**src/hdl/gpu_pkg.sv**
```systemverilog
package gpu_pkg;

        //////////////////////////////
        // data and address widths
        //////////////////////////////
        typedef logic [31:0] addr_t;
        typedef logic [31:0] word_t;
        typedef logic [15:0] len_t;
        typedef logic [2:0]  reg_addr_t;

        // byte step between consecutive words
        localparam addr_t WORD_BYTES = 32'd4;

        // fifo sizing, free count must hold the full depth
        localparam int FIFO_CNT_W = 4;
        localparam logic [FIFO_CNT_W-1:0] FIFO_DEPTH = 4'd8;

        //////////////////////////////
        // register map
        //////////////////////////////
        localparam reg_addr_t REG_CTRL   = 3'd0;
        localparam reg_addr_t REG_SRC    = 3'd1;
        localparam reg_addr_t REG_DST    = 3'd2;
        localparam reg_addr_t REG_LEN    = 3'd3;
        localparam reg_addr_t REG_STATUS = 3'd4;

        // copy sequencer states
        typedef enum logic [1:0] {
                COPY_IDLE,
                COPY_RUN,
                COPY_DONE
        } copy_state_t;

endpackage

```
**src/hdl/gpu_controller.sv**
```systemverilog
`timescale 1ns/1ps

module gpu_controller (
        input  logic               i_wire_clock,
        input  logic               i_rst,
        input  logic               i_reg_write,
        input  gpu_pkg::reg_addr_t i_reg_addr,
        input  gpu_pkg::word_t     i_reg_wdata,
        input  logic               i_busy,
        input  logic               i_done,
        output gpu_pkg::word_t     o_reg_rdata,
        output logic               o_start,
        output gpu_pkg::addr_t     o_src,
        output gpu_pkg::addr_t     o_dst,
        output gpu_pkg::len_t      o_len
);

        logic done_flag;

        //////////////////////////////
        // job registers
        //////////////////////////////
        always_ff @(posedge i_wire_clock) begin
                if (i_reg_write) begin
                        case (i_reg_addr)
                                gpu_pkg::REG_SRC: o_src <= i_reg_wdata;
                                gpu_pkg::REG_DST: o_dst <= i_reg_wdata;
                                gpu_pkg::REG_LEN: o_len <= i_reg_wdata[15:0];
                                default: ;
                        endcase
                end
        end

        // start pulse, a running copy swallows new requests
        always_ff @(posedge i_wire_clock) begin
                if (i_rst) begin
                        o_start <= 1'b0;
                end else begin
                        o_start <= i_reg_write && (i_reg_addr == gpu_pkg::REG_CTRL) &&
                                   i_reg_wdata[0] && !i_busy;
                end
        end

        // sticky done, cleared by the next job
        always_ff @(posedge i_wire_clock) begin
                if (i_rst) begin
                        done_flag <= 1'b0;
                end else if (o_start) begin
                        done_flag <= 1'b0;
                end else if (i_done) begin
                        done_flag <= 1'b1;
                end
        end

        //////////////////////////////
        // readback
        //////////////////////////////
        always_comb begin
                case (i_reg_addr)
                        gpu_pkg::REG_SRC:    o_reg_rdata = o_src;
                        gpu_pkg::REG_DST:    o_reg_rdata = o_dst;
                        gpu_pkg::REG_LEN:    o_reg_rdata = {16'd0, o_len};
                        gpu_pkg::REG_STATUS: o_reg_rdata = {30'd0, done_flag, i_busy};
                        default:             o_reg_rdata = '0;
                endcase
        end

endmodule

```
**src/hdl/gpu_memcpy.sv**
```systemverilog
`timescale 1ns/1ps

module gpu_memcpy (
        input  logic           i_wire_clock,
        input  logic           i_rst,
        input  logic           i_start,
        input  gpu_pkg::addr_t i_src,
        input  gpu_pkg::addr_t i_dst,
        input  gpu_pkg::len_t  i_len,
        input  logic           i_wr_done,
        output logic           o_busy,
        output logic           o_done,
        output logic           o_rd_start,
        output logic           o_wr_start,
        output gpu_pkg::addr_t o_rd_base,
        output gpu_pkg::addr_t o_wr_base,
        output gpu_pkg::len_t  o_count
);

        gpu_pkg::copy_state_t state;

        assign o_busy = (state != gpu_pkg::COPY_IDLE);

        // job latch, only taken from idle
        always_ff @(posedge i_wire_clock) begin
                if ((state == gpu_pkg::COPY_IDLE) && i_start) begin
                        o_rd_base <= i_src;
                        o_wr_base <= i_dst;
                        o_count   <= i_len;
                end
        end

        //////////////////////////////
        // sequencer
        //////////////////////////////
        always_ff @(posedge i_wire_clock) begin
                if (i_rst) begin
                        state      <= gpu_pkg::COPY_IDLE;
                        o_done     <= 1'b0;
                        o_rd_start <= 1'b0;
                        o_wr_start <= 1'b0;
                end else begin
                        o_done     <= 1'b0;
                        o_rd_start <= 1'b0;
                        o_wr_start <= 1'b0;
                        case (state)
                                gpu_pkg::COPY_IDLE: begin
                                        if (i_start) begin
                                                // empty jobs never touch memory
                                                o_rd_start <= (i_len != '0);
                                                o_wr_start <= (i_len != '0);
                                                state      <= gpu_pkg::COPY_RUN;
                                        end
                                end
                                gpu_pkg::COPY_RUN: begin
                                        if ((o_count == '0) || i_wr_done) begin
                                                state <= gpu_pkg::COPY_DONE;
                                        end
                                end
                                default: begin
                                        o_done <= 1'b1;
                                        state  <= gpu_pkg::COPY_IDLE;
                                end
                        endcase
                end
        end

endmodule

```
**src/hdl/gpu_dma_reader.sv**
```systemverilog
`timescale 1ns/1ps

module gpu_dma_reader (
        input  logic                           i_wire_clock,
        input  logic                           i_rst,
        input  logic                           i_start,
        input  gpu_pkg::addr_t                 i_base,
        input  gpu_pkg::len_t                  i_count,
        input  logic [gpu_pkg::FIFO_CNT_W-1:0] i_fifo_free,
        input  logic                           i_mem_rd_valid,
        input  gpu_pkg::word_t                 i_mem_rd_data,
        output logic                           o_mem_rd_req,
        output gpu_pkg::addr_t                 o_mem_rd_addr,
        output logic                           o_push,
        output gpu_pkg::word_t                 o_push_data
);

        gpu_pkg::addr_t                 rd_addr;
        gpu_pkg::len_t                  remaining;
        logic [gpu_pkg::FIFO_CNT_W-1:0] in_flight;

        // every read in flight already owns a fifo slot
        assign o_mem_rd_req  = (remaining != '0) && (in_flight < i_fifo_free);
        assign o_mem_rd_addr = rd_addr;

        // returned words go straight into the fifo
        assign o_push      = i_mem_rd_valid;
        assign o_push_data = i_mem_rd_data;

        always_ff @(posedge i_wire_clock) begin
                if (i_start) begin
                        rd_addr <= i_base;
                end else if (o_mem_rd_req) begin
                        rd_addr <= rd_addr + gpu_pkg::WORD_BYTES;
                end
        end

        always_ff @(posedge i_wire_clock) begin
                if (i_rst) begin
                        remaining <= '0;
                        in_flight <= '0;
                end else begin
                        if (i_start) begin
                                remaining <= i_count;
                        end else if (o_mem_rd_req) begin
                                remaining <= remaining - 1'b1;
                        end
                        case ({o_mem_rd_req, i_mem_rd_valid})
                                2'b10:   in_flight <= in_flight + 1'b1;
                                2'b01:   in_flight <= in_flight - 1'b1;
                                default: in_flight <= in_flight;
                        endcase
                end
        end

endmodule

```
**src/hdl/gpu_fifo.sv**
```systemverilog
`timescale 1ns/1ps

module gpu_fifo (
        input  logic                           i_wire_clock,
        input  logic                           i_rst,
        input  logic                           i_push,
        input  gpu_pkg::word_t                 i_push_data,
        input  logic                           i_pop,
        output gpu_pkg::word_t                 o_pop_data,
        output logic                           o_empty,
        output logic [gpu_pkg::FIFO_CNT_W-1:0] o_free
);

        gpu_pkg::word_t                          mem [gpu_pkg::FIFO_DEPTH];
        logic [$clog2(gpu_pkg::FIFO_DEPTH)-1:0]  wr_ptr;
        logic [$clog2(gpu_pkg::FIFO_DEPTH)-1:0]  rd_ptr;
        logic [gpu_pkg::FIFO_CNT_W-1:0]          count;

        // head word visible without a pop
        assign o_pop_data = mem[rd_ptr];
        assign o_empty    = (count == '0);
        assign o_free     = gpu_pkg::FIFO_DEPTH - count;

        //////////////////////////////
        // storage
        //////////////////////////////
        always_ff @(posedge i_wire_clock) begin
                if (i_push) begin
                        mem[wr_ptr] <= i_push_data;
                end
        end

        //////////////////////////////
        // pointers and occupancy
        //////////////////////////////
        always_ff @(posedge i_wire_clock) begin
                if (i_rst) begin
                        wr_ptr <= '0;
                        rd_ptr <= '0;
                        count  <= '0;
                end else begin
                        if (i_push) begin
                                wr_ptr <= wr_ptr + 1'b1;
                        end
                        if (i_pop) begin
                                rd_ptr <= rd_ptr + 1'b1;
                        end
                        // simultaneous push and pop leaves the count alone
                        case ({i_push, i_pop})
                                2'b10:   count <= count + 1'b1;
                                2'b01:   count <= count - 1'b1;
                                default: count <= count;
                        endcase
                end
        end

endmodule

```
**src/hdl/gpu_dma_writer.sv**
```systemverilog
`timescale 1ns/1ps

module gpu_dma_writer (
        input  logic           i_wire_clock,
        input  logic           i_rst,
        input  logic           i_start,
        input  gpu_pkg::addr_t i_base,
        input  gpu_pkg::len_t  i_count,
        input  logic           i_empty,
        input  gpu_pkg::word_t i_data,
        input  logic           i_mem_wr_ready,
        output logic           o_pop,
        output logic           o_mem_wr_en,
        output gpu_pkg::addr_t o_mem_wr_addr,
        output gpu_pkg::word_t o_mem_wr_data,
        output logic           o_done
);

        gpu_pkg::addr_t wr_addr;
        gpu_pkg::len_t  remaining;

        // fifo head stays put until popped, so the write holds steady
        assign o_mem_wr_en   = (remaining != '0) && !i_empty;
        assign o_mem_wr_addr = wr_addr;
        assign o_mem_wr_data = i_data;
        assign o_pop         = o_mem_wr_en && i_mem_wr_ready;

        always_ff @(posedge i_wire_clock) begin
                if (i_start) begin
                        wr_addr <= i_base;
                end else if (o_pop) begin
                        wr_addr <= wr_addr + gpu_pkg::WORD_BYTES;
                end
        end

        always_ff @(posedge i_wire_clock) begin
                if (i_rst) begin
                        remaining <= '0;
                        o_done    <= 1'b0;
                end else if (i_start) begin
                        remaining <= i_count;
                        o_done    <= (i_count == '0);
                end else begin
                        // last accepted word ends the transfer
                        if (o_pop) begin
                                remaining <= remaining - 1'b1;
                        end
                        o_done <= o_pop && (remaining == 16'd1);
                end
        end

endmodule

```
**src/hdl/gpu_top.sv**
```systemverilog
`timescale 1ns/1ps

module gpu_top (
        input  logic               i_wire_clock,
        input  logic               i_rst,
        input  logic               i_reg_write,
        input  gpu_pkg::reg_addr_t i_reg_addr,
        input  gpu_pkg::word_t     i_reg_wdata,
        output gpu_pkg::word_t     o_reg_rdata,
        output logic               o_mem_rd_req,
        output gpu_pkg::addr_t     o_mem_rd_addr,
        input  logic               i_mem_rd_valid,
        input  gpu_pkg::word_t     i_mem_rd_data,
        output logic               o_mem_wr_en,
        output gpu_pkg::addr_t     o_mem_wr_addr,
        output gpu_pkg::word_t     o_mem_wr_data,
        input  logic               i_mem_wr_ready,
        output logic               o_busy,
        output logic               o_done
);

        //////////////////////////////
        // controller to sequencer
        //////////////////////////////
        logic           start;
        gpu_pkg::addr_t src;
        gpu_pkg::addr_t dst;
        gpu_pkg::len_t  len;

        // sequencer to dma engines
        logic           rd_start;
        logic           wr_start;
        gpu_pkg::addr_t rd_base;
        gpu_pkg::addr_t wr_base;
        gpu_pkg::len_t  count;
        logic           wr_done;

        // fifo path
        logic                           push;
        gpu_pkg::word_t                 push_data;
        logic                           pop;
        gpu_pkg::word_t                 pop_data;
        logic                           fifo_empty;
        logic [gpu_pkg::FIFO_CNT_W-1:0] fifo_free;

        gpu_controller u_controller (
                .i_wire_clock (i_wire_clock),
                .i_rst        (i_rst),
                .i_reg_write  (i_reg_write),
                .i_reg_addr   (i_reg_addr),
                .i_reg_wdata  (i_reg_wdata),
                .i_busy       (o_busy),
                .i_done       (o_done),
                .o_reg_rdata  (o_reg_rdata),
                .o_start      (start),
                .o_src        (src),
                .o_dst        (dst),
                .o_len        (len)
        );

        gpu_memcpy u_memcpy (
                .i_wire_clock (i_wire_clock),
                .i_rst        (i_rst),
                .i_start      (start),
                .i_src        (src),
                .i_dst        (dst),
                .i_len        (len),
                .i_wr_done    (wr_done),
                .o_busy       (o_busy),
                .o_done       (o_done),
                .o_rd_start   (rd_start),
                .o_wr_start   (wr_start),
                .o_rd_base    (rd_base),
                .o_wr_base    (wr_base),
                .o_count      (count)
        );

        gpu_dma_reader u_reader (
                .i_wire_clock   (i_wire_clock),
                .i_rst          (i_rst),
                .i_start        (rd_start),
                .i_base         (rd_base),
                .i_count        (count),
                .i_fifo_free    (fifo_free),
                .i_mem_rd_valid (i_mem_rd_valid),
                .i_mem_rd_data  (i_mem_rd_data),
                .o_mem_rd_req   (o_mem_rd_req),
                .o_mem_rd_addr  (o_mem_rd_addr),
                .o_push         (push),
                .o_push_data    (push_data)
        );

        gpu_fifo u_fifo (
                .i_wire_clock (i_wire_clock),
                .i_rst        (i_rst),
                .i_push       (push),
                .i_push_data  (push_data),
                .i_pop        (pop),
                .o_pop_data   (pop_data),
                .o_empty      (fifo_empty),
                .o_free       (fifo_free)
        );

        gpu_dma_writer u_writer (
                .i_wire_clock   (i_wire_clock),
                .i_rst          (i_rst),
                .i_start        (wr_start),
                .i_base         (wr_base),
                .i_count        (count),
                .i_empty        (fifo_empty),
                .i_data         (pop_data),
                .i_mem_wr_ready (i_mem_wr_ready),
                .o_pop          (pop),
                .o_mem_wr_en    (o_mem_wr_en),
                .o_mem_wr_addr  (o_mem_wr_addr),
                .o_mem_wr_data  (o_mem_wr_data),
                .o_done         (wr_done)
        );

endmodule

```
**config.mk**
```make
export PLATFORM = sky130hd
export DESIGN_NAME = gpu_top
export DESIGN_NICKNAME = d
export VERILOG_FILES = /design/src/hdl/gpu_pkg.sv /design/src/hdl/gpu_controller.sv /design/src/hdl/gpu_memcpy.sv /design/src/hdl/gpu_dma_reader.sv /design/src/hdl/gpu_fifo.sv /design/src/hdl/gpu_dma_writer.sv /design/src/hdl/gpu_top.sv
export SDC_FILE = /design/constraint.sdc
export NUM_CORES = 1
export LEC_CHECK = 0
export ABC_AREA = 1
export BUFFER_PORTS_ARGS = -buffer_cell sky130_fd_sc_hd__buf_2
export CAP_MARGIN = 20
export CORE_UTILIZATION = 50
export DETAILED_ROUTE_END_ITERATION = 10
export MAX_ROUTING_LAYER = met4
export PLACE_DENSITY = 0.8
export SYNTH_ARGS = -nofsm -noshare
export SYNTH_HDL_FRONTEND = slang
export SYNTH_HIERARCHICAL = 1
export SYNTH_SLANG_ARGS = --single-unit
```
**constraint.sdc**
```tcl
create_clock -name i_wire_clock -period 4.3 [get_ports i_wire_clock]
set_input_delay 0.43 -clock i_wire_clock [delete_from_list [all_inputs] [get_ports i_wire_clock]]
set_output_delay 0.43 -clock i_wire_clock [all_outputs]
set_load 0.02 [all_outputs]
```
* Word level (Yosys, flattened, before mapping)
Memories as Yosys holds them, arrays and structs flattened. A register that Yosys moved wholly into a read port is not among the register bits. Cells that the tools add are included.
Storage, ports and cells: register bits after elaboration 277, memory bits (writable) 256, input bits 72, word-level logic and storage cells 97, memories kept 1
Cells by class: add/subtract/negate cells 11, magnitude comparators 1, eq/ne operators 12, mux-type cells 20, bitwise operators 2, reductions and logical operators 30
Memories:
- u_fifo.mem | words 8, width 32, rd ports 1, clocked after Yosys merged registers in 1, wr ports 1, line gpu_fifo.sv:14 | gpu_pkg::word_t mem [gpu_pkg::FIFO_DEPTH];
Operators by type and width (count):
- two-way mux 32 bit | 4
- one-hot mux 32 bit (4 select lines) | 1
- adder 32 x 3 -> 32 bit (second input constant) | 2
- two-way mux 16 bit | 4
- nonzero test 16 bit | 3
- subtractor 16 x 1 -> 16 bit (second input constant) | 2
- equality test 16 x 1 -> 1 bit (second input constant) | 1
- zero test 16 bit | 1
- one-hot mux 4 bit (2 select lines) | 2
- nonzero test 2 bit | 5
- adder 4 x 1 -> 4 bit (second input constant) | 2
- logical AND 1 bit | 8
- AND reduction 2 bit | 4
- subtractor 4 x 1 -> 4 bit (second input constant) | 2
- adder 3 x 1 -> 3 bit (second input constant) | 2
- equality test 2 x 1 -> 1 bit (second input constant) | 3
- equality test 3 x 2 -> 1 bit (second input constant) | 2
- two-way mux 3 bit | 2
- equality test 2 bit (second input constant) | 2
- zero test 4 bit | 1
- less-than comparator 4 bit | 1
- two-way mux 1 bit | 4
- two-way mux 2 bit | 2
- one-hot mux 2 bit (2 select lines) | 1
- 12 further kinds | 15

* Logic depth before layout (Yosys ltp)
Gate-level depths: netlist of run 1.
depth in word-level cells 6, gate-level depth with buffers 17

* By module
The synthesis of run 1 kept the hierarchy.
Modules (own cells, without submodules):
- gpu_fifo | instances 1, cells each 813, area an instance 10646.5 um2, seq. area each 7947.6 um2
- gpu_dma_reader | instances 1, cells each 561, area an instance 3937.5 um2, seq. area each 1361.3 um2
- gpu_dma_writer | instances 1, cells each 529, area an instance 3622.2 um2, seq. area each 1301.2 um2
- gpu_controller | instances 1, cells each 233, area an instance 3121.7 um2, seq. area each 2442.3 um2
- gpu_memcpy | instances 1, cells each 129, area an instance 2677.6 um2, seq. area each 2482.4 um2

* Worst setup path before layout of run 1
Ideal clock, no wire load.
path type input port to flip-flop, from in i_reg_addr[0], to reg u_controller.o_dst[0], enable pin, arrival 3778 ps, path slack 21 ps, stages 2, path buffers 1, cells stage by stage buf_4 -> nor4_1
Between the ends: cells in the longest elaborated chain, start to end 2
RTL lines:
- from (decl) | line gpu_top.sv:7 | input gpu_pkg::reg_addr_t i_reg_addr,
- equality test 3 x 2 -> 1 bit | line gpu_controller.sv:25 | case (i_reg_addr)
- AND reduction 2 bit (no source line)
- to (signal assigned) | line gpu_controller.sv:27 | gpu_pkg::REG_DST: o_dst <= i_reg_wdata;
- to (decl) | line gpu_controller.sv:14 | output gpu_pkg::addr_t o_dst,
No other way between the ends. A chain may end at the register's enable or synchronous reset.

==> results of run 1 <==
-- report_power, final --
group	switching, W	internal (W)
combinational	0.00418	0.00189
clock	0.00200	0.00273
sequential	0.000669	0.00652
-- worst max-delay path: stages, from the launching register on --
cell     delay (ns)
dfxtp_4        0.35
buf_4          0.58
buf_4          0.73
nor2_1         0.13
nor2_1         0.12
o21ai_0        0.13
o21ai_1        0.14
nand2_1        0.07
nand2_1        0.11
buf_2          0.17
-- routing by layer --
metal | up-vias | GRT usage, % | routed length (um)
met5 | - | - | 0
li1 | 7964 | - | -
met4 | 0 | 7.96 | 1590
met2 | 781 | 40.3 | 28900
met1 | 8140 | 30.3 | 23200
met3 | 119 | 4.41 | 4770
-- worst paths after layout --
| path | from | to | slack (ns) | depth (start not counted) |
|---|---|---|---|---|
| worst max-delay path | flop | o_mem_wr_data[12] | 0.68 | 9 |
| worst min-delay path | i_reg_wdata[24] | u_controller/o_dst[24]$_DFFE_PP_ | 0.03 | 1 |
| worst max register to register | u_fifo/count[0]$_SDFFE_PP0P_ | u_reader/in_flight[3]$_SDFFE_PP0P_ | 1.37 | 15 |
| worst min register to register | u_controller/o_dst[27]$_DFFE_PP_ | u_memcpy/o_wr_base[27]$_DFFE_PN_ | 0.43 | 0 |
-- cell type report --
class                           count  area, sq um
Fill cell                        3823        20000
Sequential cell                   536        15500
Multi-Input combinational cell   1450         7090
Clock buffer                       66         1460
Timing Repair Buffer              229         1210
Tap cell                          607          759
Inverter                          127          488
Clock inverter                     35          353
Antenna cell                        7         17.5
-- kinds of logic (layout without fill, tap and decap cells) --
logic type | after synthesis | after routing
compound gates | 282 | 282
xor+xnor | 41 | 41
fa+ha+maj | 19 | 19
buf+inv | 279 | 457
flops | 536 | 536
mux | 33 | 33
other cells | 0 | 7
simple gates | 1075 | 1075
-- cell usage after synthesis (3+ instances only) --
| library cell | n | share of area [%] |
|---|---|---|
| inv_2 | 8 | 0.13 |
| inv_1 | 117 | 1.8 |
| buf_6 | 4 | 0.19 |
| nor3_2 | 8 | 0.33 |
| o21ai_1 | 31 | 0.65 |
| xnor2_1 | 21 | 0.77 |
| buf_1 | 7 | 0.11 |
| a31oi_1 | 10 | 0.26 |
| a211oi_1 | 3 | 0.094 |
| nand3_1 | 81 | 1.7 |
| nor2_4 | 6 | 0.28 |
| nand4_1 | 33 | 0.86 |
| buf_4 | 78 | 2.4 |
| nand2_2 | 8 | 0.21 |
| nor2_2 | 17 | 0.44 |
| xor2_1 | 20 | 0.73 |
| nor4_1 | 5 | 0.13 |
| ha_1 | 18 | 0.94 |
| nor3_1 | 21 | 0.44 |
| nand3b_1 | 6 | 0.19 |
| nand2_1 | 572 | 8.9 |
| o21ai_0 | 149 | 3.1 |
| a21oi_1 | 47 | 0.98 |
| clkbuf_2 | 4 | 0.083 |
| edfxtp_1 | 480 | 60 |
| clkbuf_1 | 28 | 0.44 |
| o22ai_1 | 33 | 0.86 |
| nor2_1 | 299 | 4.7 |
| buf_2 | 27 | 0.56 |
| dfxtp_1 | 56 | 4.7 |
| mux2i_1 | 33 | 1.4 |
| o21bai_1 | 5 | 0.16 |
| nand2_4 | 5 | 0.23 |
| or2_2 | 3 | 0.078 |
-- flip-flops by register name (all words and copies together), names as in the netlist, 32 cells and up, named ones only --
signal / flops
u_memcpy/o_rd_base: 32
u_controller/o_dst: 32
u_writer/o_mem_wr_addr: 32
u_memcpy/o_wr_base: 32
u_fifo/mem: 256
u_controller/o_src: 32
u_reader/o_mem_rd_addr: 32
-- metrics by stage --
stage	hold WS, ns	total power (W)	area [sq um]	utilization (%)
detailed placement	0.434	0.0133	25100	53.4
CTS	0.00425	0.0180	26900	57.3
global route	0.0137	0.0190	26900	57.4
global placement	0.430	0.0131	25100	53.4
floorplan	0.419	0.0119	24000	-
finish	0.0307	0.0180	26900	57.4
-- cell usage in the layout, fill, tap and decap left out, drive strengths merged, types with 20 or more instances in the layout --
cell type    n
nand4       34
clkbuf      66
buf        228
clkinv      22
nand2      585
xor2        20
a21oi       48
edfxtp     480
o21ai      180
dfxtp       56
nor2       323
xnor2       21
o22ai       33
mux2i       33
nand3       85
inv        128
nor3        30
==> key figures, run 1 <==
Outcome
  • Outcome: finished, final reports clean

Clocking
  • Clk slew on worst S/H paths: 0.06 ns
  • CTS tree: done
  • Num CTS Buffers: 55
  • CTS Buffer Depth: 3
  • CTS sink count: 536
  • Cts hold-fix bufs: 1
  • Resize count post-CTS: 0
  • Root Buffer: clkbuf_16
  • Post-CTS Setup Inserts: 0
  • CTS H-Tree Depth: 2
  • Worst skew pair latency: 0.61 ns

Synthesis
  • Syn Area/Cell: 10.6 sq um
  • Proportion of synthesized area in mux cells: 1.38%
  • Predominant post-synthesis flop cell: edfxtp_1
  • Area fraction in and, or, nand and nor cells after synthesis: 19.0%
  • Yosys warnings: 6
  • Post-Syn Area: 24000 sq um
  • Yosys reg bits: 536
  • Post-Synth Adder-Cell Area: 1.02%
  • Syn_nets: 2356
  • Syn Inst Count: 2265
  • Post-synth EDFFs: 480
  • Post-Synth XOR/XNOR Area: 1.50%
  • Ys async rst share: 0%
  • Netlist cell types: 51
  • Sequential fraction of the synthesis area: 64.7%
  • Synth Area in Compound Gates: 6.23%
  • Main combinational cell family by area after synthesis: simple AND/OR/NAND/NOR gates

Global route
  • GRT Total Usage: 24.4%
  • Largest net degree at the start of global routing: 89
  • First-pass GRT wire length: 90.8 mm
  • Number of global-route vias before repair: 16500
  • Antenna violations before repair: 7
  • GRT Residual Overflow: 0

Drt
  • Post-Route WL: 58.5 mm
  • Routed Antenna Nets: 0
  • Drt first pass iters: 5
  • Vias per cell: 5.56
  • Drt drc: 0
  • Vias: 17000
  • Drt wl/cell: 19.1 um
  • DRT iter0 DRCs: 1538

Timing
  • Setup TNS: 0 ns
  • Unrepaired setup endpoints after global routing: false
  • Slew Viols, Final: 0
  • Slew headroom: 26.0%
  • Final setup violation count: 0
  • Fmax achieved: 276 MHz
  • Worst setup margin: 0.678 ns
  • Worst Max-Slew Pin Slew: 1.11 ns
  • Crit share post-route: 84.2%
  • Worst Clk Skew: 0.0294 ns
  • Final Critical Period: 3.62 ns
  • Final Hold Fails: 0

Place
  • Dpl hpwl: 38.3 mm
  • Pre-CTS WS: 1.38 ns
  • Buffers on Ports: 203
  • DP Cell Count: 2948
  • GP Congestion: 0.954

Floorplan
  • Die width: 221 um
  • Core Area: 47000 sq um
  • Initial cell density of the core: 51.1%
  • Die Ht: 221 um
  • Die area: 48900 sq um
  • Std-Cell Rows: 79
  • I/O pin count: 204

Cells and area
  • Syn-to-layout area delta: 12.2%
  • Fin cells: 3057
  • Layout cells sized above 1: 16.1%
  • Final nets: 2490

Worst hold path
  • HP Class: input port to flop

Pwr
  • Leakage: 10.2 nW
  • Worst VDD drop: 0.571 mV
  • Power Density: 668 nW/um^2

Critical path
  • Crit end category: primary output
  • Crit path launch type: flop
  • Worst Path Required: 3.87 ns
  • WS Path Type: flop to primary output
  • Worst-path fanout max: 65
  • Crit path DAT: 3.19 ns

Job
  • Max cap viols: 0
Power figures use the tool's default switching activity.
==> inputs of run 2 (changes only) <==
--- a/config.mk
+++ b/config.mk
@@ -5,7 +5,7 @@
 export SDC_FILE = /design/constraint.sdc
 export NUM_CORES = 1
 export LEC_CHECK = 0
-export ABC_AREA = 1
+export ABC_AREA = 0
 export BUFFER_PORTS_ARGS = -buffer_cell sky130_fd_sc_hd__buf_2
 export CAP_MARGIN = 20
 export CORE_UTILIZATION = 50
==> constraint.sdc (replaced) <==
create_clock -name i_wire_clock -period 3.1 [get_ports i_wire_clock]
set_input_delay 0.31 -clock i_wire_clock [delete_from_list [all_inputs] [get_ports i_wire_clock]]
set_output_delay 0.31 -clock i_wire_clock [all_outputs]
set_load 0.02 [all_outputs]
==> run 2 against run 1 <==
Power is 22% higher. Synthesized area is 4.8% lower. Clock power is 31% higher. Combinational power is 2% lower. Critical path depth is 6 higher. Final area is 1.5% lower. Via count is 20% lower. Critical endpoint is now u_reader/in_flight[3]$_SDFFE_PP0P_. Highest routed layer unchanged.
==> key figures, run 2 <==
Pwr
  • Clock power share: 28.3%
  • Leakage: 8.97 nW
  • Worst VDD drop: 0.577 mV
  • Power Density: 829 nW/um^2
  • Switching Fraction: 31.8%
  • Combinational Power Share: 27.0%
  • P_sw: 0.00699 W
  • Sequential power share: 44.7%
  • Int Pwr: 0.0150 W

Clocking
  • CTS Buffer Depth: 3
  • Root Buffer: clkbuf_16
  • CTS tree: done
  • Clk slew on worst S/H paths: 0.06 ns
  • Num CTS Buffers: 53
  • CTS H-Tree Depth: 2
  • Worst skew pair latency: 0.58 ns
  • CTS sink count: 536

Place
  • Placement Cell Area: 24200 sq um
  • GP Congestion: 0.883
  • Buffers on Ports: 203
  • Dpl hpwl: 30.8 mm
  • Pre-CTS WS: -0.0646 ns

Synthesis
  • Sequential fraction of the synthesis area: 68.0%
  • Syn Area/Cell: 15.6 sq um
  • Ys async rst share: 0%
  • Largest cells by area after synthesis: edfxtp_1 63%, dfxtp_1 4.9%, mux4_1 4.6%
  • Post-synth EDFFs: 480
  • Syn Inst Count: 1464
  • Top cell type's share of synthesized area: 63.1%
  • Synth area leader: edfxtp_1
  • Most frequent cell after synthesis: edfxtp_1
  • Synth top cells by count: 480 x edfxtp_1, 76 x nor2_1, 74 x nand2_1, 69 x buf_4, 57 x o21ai_0
  • Predominant post-synthesis flop cell: edfxtp_1
  • Post-Syn Area: 22800 sq um
  • Yosys reg bits: 536
  • Yosys warnings: 6
  • Netlist cell types: 77
  • Syn_nets: 1555

Drt
  • Drt wl/cell: 21.4 um
  • Routed Antenna Nets: 0
  • Drt drc: 0
  • Vias: 13600
  • Post-Route WL: 49.5 mm
  • DRT iter0 DRCs: 1284
  • Vias per cell: 5.89
  • Drt first pass iters: 8

Worst hold path
  • HP Class: input port to flop

Timing
  • Worst setup margin: 0.113 ns
  • Final Hold Fails: 0
  • Worst Max-Slew Pin Slew: 1.04 ns
  • Fmax achieved: 335 MHz
  • Setup TNS: 0 ns
  • Final setup violation count: 0
  • Unrepaired setup endpoints after global routing: true
  • Final Critical Period: 2.99 ns
  • Slew headroom: 30.8%
  • Slew Viols, Final: 0
  • Crit share post-route: 96.4%
  • Worst Clk Skew: 0.0195 ns

Critical path
  • CP delay by family, top: adder cells
  • Worst Path Required: 3.60 ns
  • WS Path Type: flop to flop
  • Slowest cell on the critical path: dfxtp_4
  • Worst-path fanout max: 6
  • Crit end category: flop
  • Largest stage delay on the critical path: 0.38 ns
  • Crit path buffers/inverters: 3
  • Most used cell, CP: ha_2
  • Crit path launch type: flop
  • Crit path DAT: 3.49 ns
  • CP cell instances: inv_1 > ha_2 > xnor2_2 > inv_1 > ha_2 > o21a_1 > nor2_2 > o22ai_2 > ha_2 > buf_4 > ha_1 > a21oi_2 > xnor2_1 > or3_1 > a21oi_1

Global route
  • GRT Total Usage: 21.7%
  • Largest net degree at the start of global routing: 65
  • First-pass GRT wire length: 75.9 mm
  • Antenna violations before repair: 2
  • GRT Residual Overflow: 0
  • Number of global-route vias before repair: 13700

Floorplan
  • Die area: 46600 sq um
  • Die Ht: 216 um
  • Die width: 216 um
  • Initial cell density of the core: 51.2%
  • I/O pin count: 204
  • Core Area: 44600 sq um
  • Std-Cell Rows: 77

Cells and area
  • Syn-to-layout area delta: 16.1%
  • Most common cell after layout, fill and taps aside: edfxtp_1
  • Most frequent cells in the layout: 480 x edfxtp_1, 203 x buf_2, 74 x nand2_1
  • Register bank with the most flops: u_fifo/mem
  • Final nets: 1774
  • Layout cells sized above 1: 24.7%
  • Largest register FFs: 256
  • Post-route cell area: 26500 sq um

Job
  • Max cap viols: 0

Outcome
  • Outcome: finished, final reports clean
run 2: power by group through the flow:
stage               clock network [W]  logic [W]  registers, W
global route                  0.00658    0.00645       0.00994
finish                        0.00621    0.00594       0.00983
floorplan                           0    0.00374        0.0102
global placement                    0    0.00552       0.00987
detailed placement                  0    0.00570       0.00992
CTS                           0.00633    0.00585       0.00980
run 2: final cells by class:
type	count	area (sq um)
repair buffers	303	1990
flip-flops and latches	536	15600
fillers	3168	18100
well taps	592	741
clock inverters	23	244
multi-input cells	758	6440
clock buffers	70	1430
diodes	2	5.00
inverters	31	116
run 2: per-stage QoR:
step | power (W) | instances | util, % | hold WS (ns)
finish | 0.0220 | 2315 | 59.5 | 0.0199
detailed placement | 0.0156 | 2156 | 54.2 | 0.429
floorplan | 0.0139 | 1464 | - | 0.382
global route | 0.0230 | 2315 | 59.5 | 0.0126
CTS | 0.0220 | 2311 | 59.4 | 0.000247
global placement | 0.0154 | 2156 | 54.2 | 0.412
run 2: cell families (layout without fill, tap and decap cells):
| kind of cell | Yosys count | after routing | synth area share [%] |
|---|---|---|---|
| mux | 116 | 116 | 9.44 |
| flops | 536 | 536 | 68.0 |
| other cells | 0 | 2 | 0 |
| compound gates | 202 | 202 | 6.08 |
| fa+ha+maj | 19 | 19 | 1.07 |
| simple gates | 370 | 370 | 9.07 |
| xor+xnor | 51 | 51 | 1.95 |
| buf+inv | 170 | 427 | 4.39 |
run 2: routing by layer:
layer	vias up	global-route usage, %	part of all wire, %
met4	0	7.07	2.7
met3	91	4.45	6.7
met2	483	35.8	50
met1	6879	26.9	40
met5	-	-	0
li1	6190	-	-
run 2: repair_timing:
item                                    in CTS  in global routing
endpoints found under the setup margin       2                  2
setup buffers                                1                  2
pin swaps                                    1                  4
endpoints found under the hold margin      298                  0
hold buffers                                61                  0
resized for setup                            4                  6
run 2: final timing paths:
path / cells after the start / endpoint / slack [ns] / from
setup / recovery: 15 / u_reader/in_flight[3]$_SDFFE_PP0P_ / 0.11 / u_fifo/count[0]$_SDFFE_PP0P_
hold reg to reg: 1 / u_controller/done_flag$_SDFFE_PP0P_ / 0.43 / u_controller/o_start$_SDFF_PP0_
hold / removal: 1 / u_fifo/mem[6][3]$_DFFE_PP_ / 0.02 / i_mem_rd_data[3]
setup reg to reg: 15 / u_reader/in_flight[3]$_SDFFE_PP0P_ / 0.11 / u_fifo/count[0]$_SDFFE_PP0P_
